==> config.mk <==
export PLATFORM = sky130hd
export DESIGN_NAME = pix_controller
export DESIGN_NICKNAME = d
export VERILOG_FILES = /design/src/rtl/pix_pkg.sv /design/src/rtl/pix_stream_if.sv /design/src/rtl/pix_controller.sv /design/src/rtl/frame_store.sv /design/src/rtl/pix_fifo.sv /design/src/rtl/pix_frame_gate.sv
export SDC_FILE = /design/constraint.sdc
export NUM_CORES = 2
export LEC_CHECK = 0
export ABC_AREA = 1
export BUFFER_PORTS_ARGS = -buffer_cell sky130_fd_sc_hd__buf_2
export CAP_MARGIN = 10
export CORE_MARGIN = 3
export CORE_UTILIZATION = 30
export CTS_BUF_LIST = sky130_fd_sc_hd__clkbuf_8
export DETAILED_ROUTE_END_ITERATION = 10
export HOLD_SLACK_MARGIN = 0.02
export PLACE_DENSITY = 0.45
export SYNTH_ARGS = -nofsm -noshare
export SYNTH_HDL_FRONTEND = slang
export SYNTH_MEMORY_MAX_BITS = 65536
export SYNTH_SLANG_ARGS = --single-unit
==> constraint.sdc <==
create_clock -name clk -period 7.9 [get_ports clk]
set_input_delay 0.395 -clock clk [delete_from_list [all_inputs] [get_ports clk]]
set_output_delay 0.395 -clock clk [all_outputs]
set_load 0.02 [all_outputs]
==> src/rtl/pix_pkg.sv <==
package pix_pkg;

    // ====================
    // Sizes
    // ====================
    localparam int PIX_W      = 12;
    localparam int WORD_W     = 16;
    // 8 by 8 test image
    localparam int IMAGE_SIZE = 64;
    localparam int NUM_BLOCKS = 4;
    localparam int FIFO_DEPTH = 8;

    // ====================
    // Types
    // ====================
    typedef logic [PIX_W-1:0]                  pix_data_t;
    typedef logic [WORD_W-1:0]                 ram_word_t;
    typedef logic [$clog2(NUM_BLOCKS)-1:0]     block_idx_t;
    typedef logic [$clog2(IMAGE_SIZE)-1:0]     pix_idx_t;
    // Block index in the high bits, pixel index in the low bits
    typedef logic [$clog2(NUM_BLOCKS*IMAGE_SIZE)-1:0] ram_addr_t;

    typedef enum logic [1:0] {
        CMD_NONE    = 2'd0,
        CMD_CAPTURE = 2'd1,
        CMD_READOUT = 2'd2,
        CMD_STOP    = 2'd3
    } pix_cmd_e;

    typedef enum logic [1:0] {
        GATE_IDLE,
        GATE_WAIT_INVALID,
        GATE_WAIT_START,
        GATE_FRAME
    } gate_state_e;

    typedef enum logic [1:0] {
        ST_IDLE,
        ST_CAPTURE,
        ST_READ,
        ST_DRAIN
    } store_state_e;

endpackage
==> src/rtl/pix_stream_if.sv <==
`timescale 1ns/1ps

// Word stream with valid/ready, last marks the final pixel of a frame
interface pix_stream_if
    import pix_pkg::*;
();

    logic      valid;
    logic      ready;
    ram_word_t data;
    logic      last;

    modport source (
        output valid,
        output data,
        output last,
        input  ready
    );

    modport sink (
        input  valid,
        input  data,
        input  last,
        output ready
    );

endinterface

==> src/rtl/pix_controller.sv <==
`timescale 1ns/1ps

module pix_controller
    import pix_pkg::*;
(
    input  logic       clk,
    input  logic       fifo_rst,

    // Command port
    input  logic [1:0] cmd,
    input  block_idx_t cmd_block,

    // Capture status
    output logic       capture_done,
    output logic       capture_pixel_dropped,

    // Readout stream
    output logic       readout_valid,
    input  logic       readout_ready,
    output ram_word_t  readout_data,
    output logic       readout_done,

    // Sensor pins
    input  pix_data_t  pix_d,
    input  logic       pix_fv,
    input  logic       pix_lv
);

    logic capture_arm;
    logic capture_abort;

    pix_stream_if gate_to_fifo ();
    pix_stream_if fifo_to_store ();

    // ====================
    // Pipeline
    // ====================
    pix_frame_gate frame_gate_i (
        .clk           (clk),
        .fifo_rst      (fifo_rst),
        .pix_d         (pix_d),
        .pix_fv        (pix_fv),
        .pix_lv        (pix_lv),
        .capture_arm   (capture_arm),
        .capture_abort (capture_abort),
        .pixel_dropped (capture_pixel_dropped),
        .out_s         (gate_to_fifo.source)
    );

    pix_fifo fifo_i (
        .clk         (clk),
        .fifo_rst    (fifo_rst),
        .capture_arm (capture_arm),
        .in_s        (gate_to_fifo.sink),
        .out_s       (fifo_to_store.source)
    );

    frame_store frame_store_i (
        .clk           (clk),
        .fifo_rst      (fifo_rst),
        .cmd           (pix_cmd_e'(cmd)),
        .cmd_block     (cmd_block),
        .in_s          (fifo_to_store.sink),
        .capture_arm   (capture_arm),
        .capture_abort (capture_abort),
        .capture_done  (capture_done),
        .readout_valid (readout_valid),
        .readout_ready (readout_ready),
        .readout_data  (readout_data),
        .readout_done  (readout_done)
    );

endmodule

==> src/rtl/frame_store.sv <==
`timescale 1ns/1ps

module frame_store
    import pix_pkg::*;
(
    input  logic       clk,
    input  logic       fifo_rst,
    input  pix_cmd_e   cmd,
    input  block_idx_t cmd_block,
    pix_stream_if.sink in_s,
    output logic       capture_arm,
    output logic       capture_abort,
    output logic       capture_done,
    output logic       readout_valid,
    input  logic       readout_ready,
    output ram_word_t  readout_data,
    output logic       readout_done
);

    store_state_e state;
    block_idx_t   blk;
    pix_idx_t     wr_idx;
    pix_idx_t     rd_idx;
    pix_idx_t     rd_idx_nxt;
    ram_addr_t    wr_addr;
    ram_addr_t    rd_addr;
    ram_word_t    mem [NUM_BLOCKS*IMAGE_SIZE];
    ram_word_t    ram_q;
    logic         ram_ok;
    logic         wr_en;
    logic         out_take;

    // Not ready during the arm cycle, while the FIFO flushes stale words
    assign in_s.ready = (state == ST_CAPTURE) && !capture_arm;
    assign wr_en      = in_s.valid && in_s.ready;
    assign wr_addr    = {blk, wr_idx};

    // Output register takes the next word when it is empty or being accepted
    assign out_take   = (state == ST_READ) && ram_ok && (!readout_valid || readout_ready);
    // Read one word ahead so ram_q always holds mem at rd_idx
    assign rd_idx_nxt = out_take ? rd_idx + 1'b1 : rd_idx;
    assign rd_addr    = {blk, rd_idx_nxt};

    // ====================
    // Block memory
    // ====================
    always_ff @(posedge clk) begin
        if (wr_en) begin
            mem[wr_addr] <= in_s.data;
        end
        ram_q <= mem[rd_addr];
        if (out_take) begin
            readout_data <= ram_q;
        end
    end

    // ====================
    // Control FSM
    // ====================
    always_ff @(posedge clk) begin
        if (!fifo_rst) begin
            state         <= ST_IDLE;
            blk           <= '0;
            wr_idx        <= '0;
            rd_idx        <= '0;
            ram_ok        <= 1'b0;
            capture_arm   <= 1'b0;
            capture_abort <= 1'b0;
            capture_done  <= 1'b0;
            readout_valid <= 1'b0;
            readout_done  <= 1'b0;
        end else begin
            capture_arm   <= 1'b0;
            capture_abort <= 1'b0;
            capture_done  <= 1'b0;
            readout_done  <= 1'b0;
            // Memory output is good one cycle into ST_READ
            ram_ok        <= (state == ST_READ);

            case (state)
                ST_IDLE: begin
                    // Waiting for a command
                end
                ST_CAPTURE: begin
                    if (wr_en) begin
                        wr_idx <= wr_idx + 1'b1;
                        if (wr_idx == pix_idx_t'(IMAGE_SIZE - 1)) begin
                            capture_done <= 1'b1;
                            state        <= ST_IDLE;
                        end
                    end
                end
                ST_READ: begin
                    if (out_take) begin
                        readout_valid <= 1'b1;
                        rd_idx        <= rd_idx_nxt;
                        if (rd_idx == pix_idx_t'(IMAGE_SIZE - 1)) begin
                            state <= ST_DRAIN;
                        end
                    end
                end
                ST_DRAIN: begin
                    // Final word is in the output register
                    if (readout_ready) begin
                        readout_valid <= 1'b0;
                        readout_done  <= 1'b1;
                        state         <= ST_IDLE;
                    end
                end
                default: begin
                    state <= ST_IDLE;
                end
            endcase

            // A new command overrides whatever is running
            case (cmd)
                CMD_CAPTURE: begin
                    state         <= ST_CAPTURE;
                    blk           <= cmd_block;
                    wr_idx        <= '0;
                    capture_arm   <= 1'b1;
                    readout_valid <= 1'b0;
                end
                CMD_READOUT: begin
                    state         <= ST_READ;
                    blk           <= cmd_block;
                    rd_idx        <= '0;
                    ram_ok        <= 1'b0;
                    readout_valid <= 1'b0;
                end
                CMD_STOP: begin
                    state         <= ST_IDLE;
                    capture_abort <= 1'b1;
                    readout_valid <= 1'b0;
                end
                default: begin
                end
            endcase
        end
    end

    // ====================
    // Checks
    // ====================
    // Front end end-of-frame must agree with the write count
    a_last_at_end: assert property (
        @(posedge clk) disable iff (!fifo_rst)
        (wr_en && in_s.last) |-> wr_idx == pix_idx_t'(IMAGE_SIZE - 1)
    );

    a_done_exclusive: assert property (
        @(posedge clk) disable iff (!fifo_rst)
        !(capture_done && readout_done)
    );

endmodule

==> src/rtl/pix_fifo.sv <==
`timescale 1ns/1ps

module pix_fifo
    import pix_pkg::*;
(
    input  logic         clk,
    input  logic         fifo_rst,
    input  logic         capture_arm,
    pix_stream_if.sink   in_s,
    pix_stream_if.source out_s
);

    ram_word_t                     mem_data [FIFO_DEPTH];
    logic                          mem_last [FIFO_DEPTH];
    logic [$clog2(FIFO_DEPTH)-1:0] wr_ptr;
    logic [$clog2(FIFO_DEPTH)-1:0] rd_ptr;
    // Words in memory, not counting the output register
    logic [$clog2(FIFO_DEPTH):0]   count;
    logic [$clog2(FIFO_DEPTH):0]   occupancy;
    logic                          push;
    logic                          pop;
    logic                          load;

    // The output register counts as one of the FIFO_DEPTH entries
    assign occupancy  = count + out_s.valid;
    assign in_s.ready = (occupancy != FIFO_DEPTH);
    assign push       = in_s.valid && in_s.ready;
    assign pop        = out_s.valid && out_s.ready;
    // Refill the output register when it is empty or being taken
    assign load       = (count != 0) && (!out_s.valid || out_s.ready);

    // ====================
    // Storage
    // ====================
    always_ff @(posedge clk) begin
        if (push) begin
            mem_data[wr_ptr] <= in_s.data;
            mem_last[wr_ptr] <= in_s.last;
        end
        if (load) begin
            out_s.data <= mem_data[rd_ptr];
            out_s.last <= mem_last[rd_ptr];
        end
    end

    // ====================
    // Pointers and count
    // ====================
    always_ff @(posedge clk) begin
        if (!fifo_rst || capture_arm) begin
            // Reset, or flush at the start of a capture
            wr_ptr      <= '0;
            rd_ptr      <= '0;
            count       <= '0;
            out_s.valid <= 1'b0;
        end else begin
            if (push) begin
                wr_ptr <= wr_ptr + 1'b1;
            end
            if (load) begin
                rd_ptr      <= rd_ptr + 1'b1;
                out_s.valid <= 1'b1;
            end else if (pop) begin
                out_s.valid <= 1'b0;
            end
            case ({push, load})
                2'b10:   count <= count + 1'b1;
                2'b01:   count <= count - 1'b1;
                default: count <= count;
            endcase
        end
    end

    // ====================
    // Checks
    // ====================
    a_no_overflow: assert property (
        @(posedge clk) disable iff (!fifo_rst)
        occupancy <= FIFO_DEPTH
    );

    a_no_underflow: assert property (
        @(posedge clk) disable iff (!fifo_rst)
        (pop && !push && !capture_arm) |=> occupancy == $past(occupancy) - 1'b1
    );

endmodule

==> src/rtl/pix_frame_gate.sv <==
`timescale 1ns/1ps

module pix_frame_gate
    import pix_pkg::*;
(
    input  logic         clk,
    input  logic         fifo_rst,
    input  pix_data_t    pix_d,
    input  logic         pix_fv,
    input  logic         pix_lv,
    input  logic         capture_arm,
    input  logic         capture_abort,
    output logic         pixel_dropped,
    pix_stream_if.source out_s
);

    gate_state_e state;
    pix_data_t   d_q;
    logic        fv_q;
    logic        lv_q;
    logic        frame_live;

    // ====================
    // Sensor pin register
    // ====================
    always_ff @(posedge clk) begin
        d_q <= pix_d;
    end

    always_ff @(posedge clk) begin
        if (!fifo_rst) begin
            fv_q <= 1'b0;
            lv_q <= 1'b0;
        end else begin
            fv_q <= pix_fv;
            lv_q <= pix_lv;
        end
    end

    // Frame in progress, including the edge that leaves GATE_WAIT_START
    assign frame_live = fv_q && (state == GATE_FRAME || state == GATE_WAIT_START);

    // ====================
    // Frame sync FSM
    // ====================
    always_ff @(posedge clk) begin
        if (!fifo_rst) begin
            state         <= GATE_IDLE;
            out_s.valid   <= 1'b0;
            out_s.last    <= 1'b0;
            pixel_dropped <= 1'b0;
        end else begin
            out_s.valid <= frame_live && lv_q;
            // Frame-valid already low behind this pixel, so it closes the frame
            out_s.last  <= frame_live && lv_q && !pix_fv;

            // The sensor cannot stall, a refused pixel is lost
            if (out_s.valid && !out_s.ready) begin
                pixel_dropped <= 1'b1;
            end

            case (state)
                GATE_IDLE: begin
                    // Nothing passes until armed
                end
                GATE_WAIT_INVALID: begin
                    if (!fv_q) begin
                        state <= GATE_WAIT_START;
                    end
                end
                GATE_WAIT_START: begin
                    if (fv_q) begin
                        state <= GATE_FRAME;
                    end
                end
                GATE_FRAME: begin
                    if (!fv_q) begin
                        state <= GATE_IDLE;
                    end
                end
                default: begin
                    state <= GATE_IDLE;
                end
            endcase

            if (capture_arm) begin
                state         <= GATE_WAIT_INVALID;
                pixel_dropped <= 1'b0;
                out_s.valid   <= 1'b0;
                out_s.last    <= 1'b0;
            end

            // Abort wins over everything else
            if (capture_abort) begin
                state       <= GATE_IDLE;
                out_s.valid <= 1'b0;
                out_s.last  <= 1'b0;
            end
        end
    end

    // Pixel payload, zero-extended into the stored word
    always_ff @(posedge clk) begin
        out_s.data <= ram_word_t'(d_q);
    end

    // ====================
    // Checks
    // ====================
    a_valid_in_frame: assert property (
        @(posedge clk) disable iff (!fifo_rst)
        out_s.valid |-> state == GATE_FRAME
    );

endmodule

==> run_results.csv <==
group,metric,value,unit
run_status,status,"finished clean",
clock_tree,holdBufCountCts,48,
placement,io_buffers,36,
yosys,synth_area,137000,µm²
setup_path,worst-path-buf-inv,5,
route,post_drt_wl_per_cell,24.7,µm
global_route,grt_usage,19.1,%
job,maxCapViolCount,0,
sta,min_period,6.42,ns
setup_path,cp-start-kind,"flip-flop",
floorplan,core,454000,µm²
setup_path,crit_start,"frame_store_i.state[0]",
sta,rsz0062_at_grt,"no",
sta,setup_tns,0,ns
clock_tree,cts_buffer_depth,4,
route,dr.pass1.iters,6,
yosys,synth.yosys.warnings,0,
global_route,antenna_found_initial,21,
pwr,switching_share,28.6,%
pwr,power.internal,29.5,mW
layout,layout.nets,12118,
global_route,grt_start_max_net_pins,157,
yosys,synth_cell_types,37,
setup_path,crit_path_max_fanout,152,
layout,design_area,156000,µm²
hold_path,min_path_type,"in -> reg",
layout,regArea,97400,µm²
floorplan,die_w,682,µm
route,drtIter0Drc,9287,
floorplan,start_util,30.2,%
placement,place_area,145000,µm²
pwr,pwr-share-clk,34.6,%
yosys,ys.flop_type,"edfxtp_1",
placement,gp_congestion,0.796,
setup_path,r2r_cells,20,
pwr,power_density,266,nW/µm²
yosys,synth-edff-count,3192,
clock_tree,cts_resized,0,
clock_tree,post_cts_buffers,0,
sta,max_freq,156,MHz
pwr,p_comb_share,12.8,%
sta,worst_clock_skew,0.0835,ns
setup_path,r2r-end,"frame_store_i.ram_q[9]",
layout,drive_above_1_share,9.44,%
floorplan,ios,41,
setup_path,path_cells,"inv_1, ha_1, nand2_1, inv_2, nand2_2, nand2_8, nand2_8, buf_12, buf_4, nand2_1, nand3_1, nand3_1, nand3_1, nand3_1, nand3_1, nand2_1, nand2_1, nand2_1, inv_1, nand2_1",
global_route,grt_overflow,0,
yosys,synth_cells,11866,
pwr,seq_power_share,52.7,%
sta,relSlewSlack,14.3,%
setup_path,cpMostUsedCell,"nand2_1",
yosys,ys_ff_latch,3267,
layout,multi_input_area,33100,µm²
yosys,synthArstFlopShare,0,%
floorplan,die_h,682,µm
pwr,leakagePower,56.6,nW
clock_tree,numCtsBuffers,579,
setup_path,end_kind,"flip-flop",
setup_path,crit_arrival,7.49,ns
route,drc,0,
sta,setup_viol,0,
clock_tree,cts_tree,"done",
clock_tree,cts_max_level,6,
setup_path,cpLargestDelayFamily,"simple AND/OR/NAND/NOR gates",
clock_tree,cts.sinks,3267,
setup_path,critPathKind,"reg -> reg",
pwr,p_sw,11.8,mW
global_route,grt_pass1_wl,659000,µm
yosys,synth_seq_area_share,71.0,%
setup_path,rrSetupSlack,1.48,ns
setup_path,crit_slowest_cell,"buf_4",
floorplan,die_area,465000,µm²
layout,area_growth,13.6,%
sta,finalHoldViolCount,0,
layout,nFillCells,44915,
global_route,grt_pass1_vias,91124,
setup_path,crit_path_max_incr_delay,0.90,ns
route,wl,457000,µm
sta,fin_crit_sh,81.2,%
yosys,syn_avg_cell_area,11.6,µm²
clock_tree,clk_latency,1.21,ns
route,ant_nets,0,
setup_path,endpoint,"frame_store_i.ram_q[9]",
floorplan,row_count,247,
setup_path,crit_required,8.97,ns
setup_path,r2r_start,"frame_store_i.state[0]",
setup_path,cp.depth,20,
sta,worstMarginPinSlew,1.28,ns
sta,final_max_slew_viol_count,0,
clock_tree,clk_transition_reported_paths,0.06,ns
clock_tree,cts_root_buf,"clkbuf_8",
route,dr_total_vias,93116,
placement,hpwl,240000,µm
route,routed_via_density,5.04,
pwr,vdd_ir_drop_max,0.353,mV
==> registers in the layout (all words and copies together), names as in the netlist, 2 cells and up <==
register,flops
frame_gate_i.d_q,12
fifo_i.count,4
fifo_i.mem_data,96
frame_store_i.wr_idx,6
frame_store_i.readout_data,12
fifo_i.rd_ptr,3
frame_store_i.state,2
frame_gate_i.state,2
frame_store_i.rd_idx,6
frame_gate_i.out_s.data,12
frame_store_i.ram_q,12
frame_store_i.blk,2
fifo_i.wr_ptr,3
fifo_i.out_s.data,12
frame_store_i.mem,3072
==> kinds of logic (layout without fill, tap and decap cells) <==
family                     Yosys count  count (layout)  share of synthesized area, %
adders and majority gates           24              24                         0.219
other                                1              12                       0.00274
buffers and inverters             1719            2354                          5.16
DFF                               3267            3267                          71.0
AOI/OAI and AO/OA                  148             148                         0.605
muxes                                1               1                       0.00821
xor gates and xnor gates             9               9                        0.0684
and+or+nand+nor                   6697            6697                          22.9
==> area by class of cell <==
| type | instances | share of cell area, % |
|---|---|---|
| clock buffer | 605 | 5.35 |
| multi-input combinational | 6883 | 21.2 |
| timing repair buffer | 464 | 2.75 |
| antenna | 8 | 0.0129 |
| clock inverter | 407 | 1.20 |
| inverter | 878 | 2.12 |
| tap | 5976 | 4.80 |
| sequential | 3267 | 62.5 |
==> per-layer routing <==
layer | global-route usage [%] | vias to the layer above | share of wire, %
met5 | 0 | - | 0.0061
met4 | 6.07 | 4 | 3.1
met3 | 2.56 | 657 | 6.3
met2 | 31.3 | 3282 | 47
met1 | 26.3 | 46937 | 43
li1 | - | 42236 | -
==> cell usage after synthesis (11+ instances only) <==
| master | instances | area share (%) |
|---|---|---|
| inv_1 | 868 | 2.4 |
| ha_1 | 24 | 0.22 |
| o22ai_1 | 12 | 0.055 |
| o211ai_1 | 11 | 0.060 |
| buf_1 | 137 | 0.38 |
| a31oi_1 | 12 | 0.055 |
| buf_2 | 377 | 1.4 |
| dfxtp_1 | 75 | 1.1 |
| buf_4 | 40 | 0.22 |
| a21oi_1 | 27 | 0.099 |
| nand2_1 | 2337 | 6.4 |
| edfxtp_1 | 3192 | 70 |
| nor3_1 | 20 | 0.073 |
| nor2_1 | 368 | 1.0 |
| nand3_1 | 3450 | 13 |
| nand3b_1 | 514 | 2.8 |
| o21ai_0 | 76 | 0.28 |
| clkbuf_1 | 287 | 0.79 |
==> power groups by stage <==
stage	Combinational (mW)	Sequential (mW)	Clock, mW
2_1_floorplan	1.13	23.8	0
3_3_place_gp	5.16	22.1	0
3_5_place_dp	5.31	22.1	0
4_1_cts	5.34	21.8	14.7
5_1_grt	5.65	21.8	15.4
6_report	5.28	21.8	14.3
==> stage by stage <==
stage	std cells	hold WS, ns	utilization (%)	power (mW)	setup slack (ns)
final	18488	0.203	34.3	41.3	1.48
after global routing	18485	0.160	34.3	42.9	1.17
after CTS	18455	0.0951	34.2	41.8	1.54
after detailed placement	17395	0.312	31.9	27.4	1.59
after global placement	17384	0.316	31.8	27.3	1.33
after floorplan	11869	0.310	-	24.9	3.85
==> worst min-delay path by stage <==
stage	start	end	slack, ns	depth (start not counted)
after global routing	readout_ready	frame_store_i.readout_done	0.16	4
after floorplan	frame_gate_i.d_q[0]	frame_gate_i.out_s.data[0]	0.31	0
after global placement	frame_gate_i.d_q[9]	frame_gate_i.out_s.data[9]	0.32	0
final	readout_ready	frame_store_i.readout_done	0.20	4
after detailed placement	frame_gate_i.d_q[8]	frame_gate_i.out_s.data[8]	0.31	0
after CTS	readout_ready	frame_store_i.readout_done	0.1	4
==> worst min-delay path, stage by stage <==
cell and delay [ns]:
dlygate4sd3_1 0.52, buf_2 0.15, inv_1 0.13, nor3_1 0.12
==> cells in the final DEF (no fill, tap or decap), types with 36 or more instances in the layout <==
master	instances
nand2_1	2332
clkinv_2	39
buf_4	305
clkinv_1	142
buf_2	36
edfxtp_1	3192
nand3b_1	514
nor2_1	342
dlygate4sd3_1	48
clkbuf_8	607
o21ai_0	76
nand3_1	3439
buf_12	51
dfxtp_1	75
inv_1	1053
(Power assumes the default switching activity.)
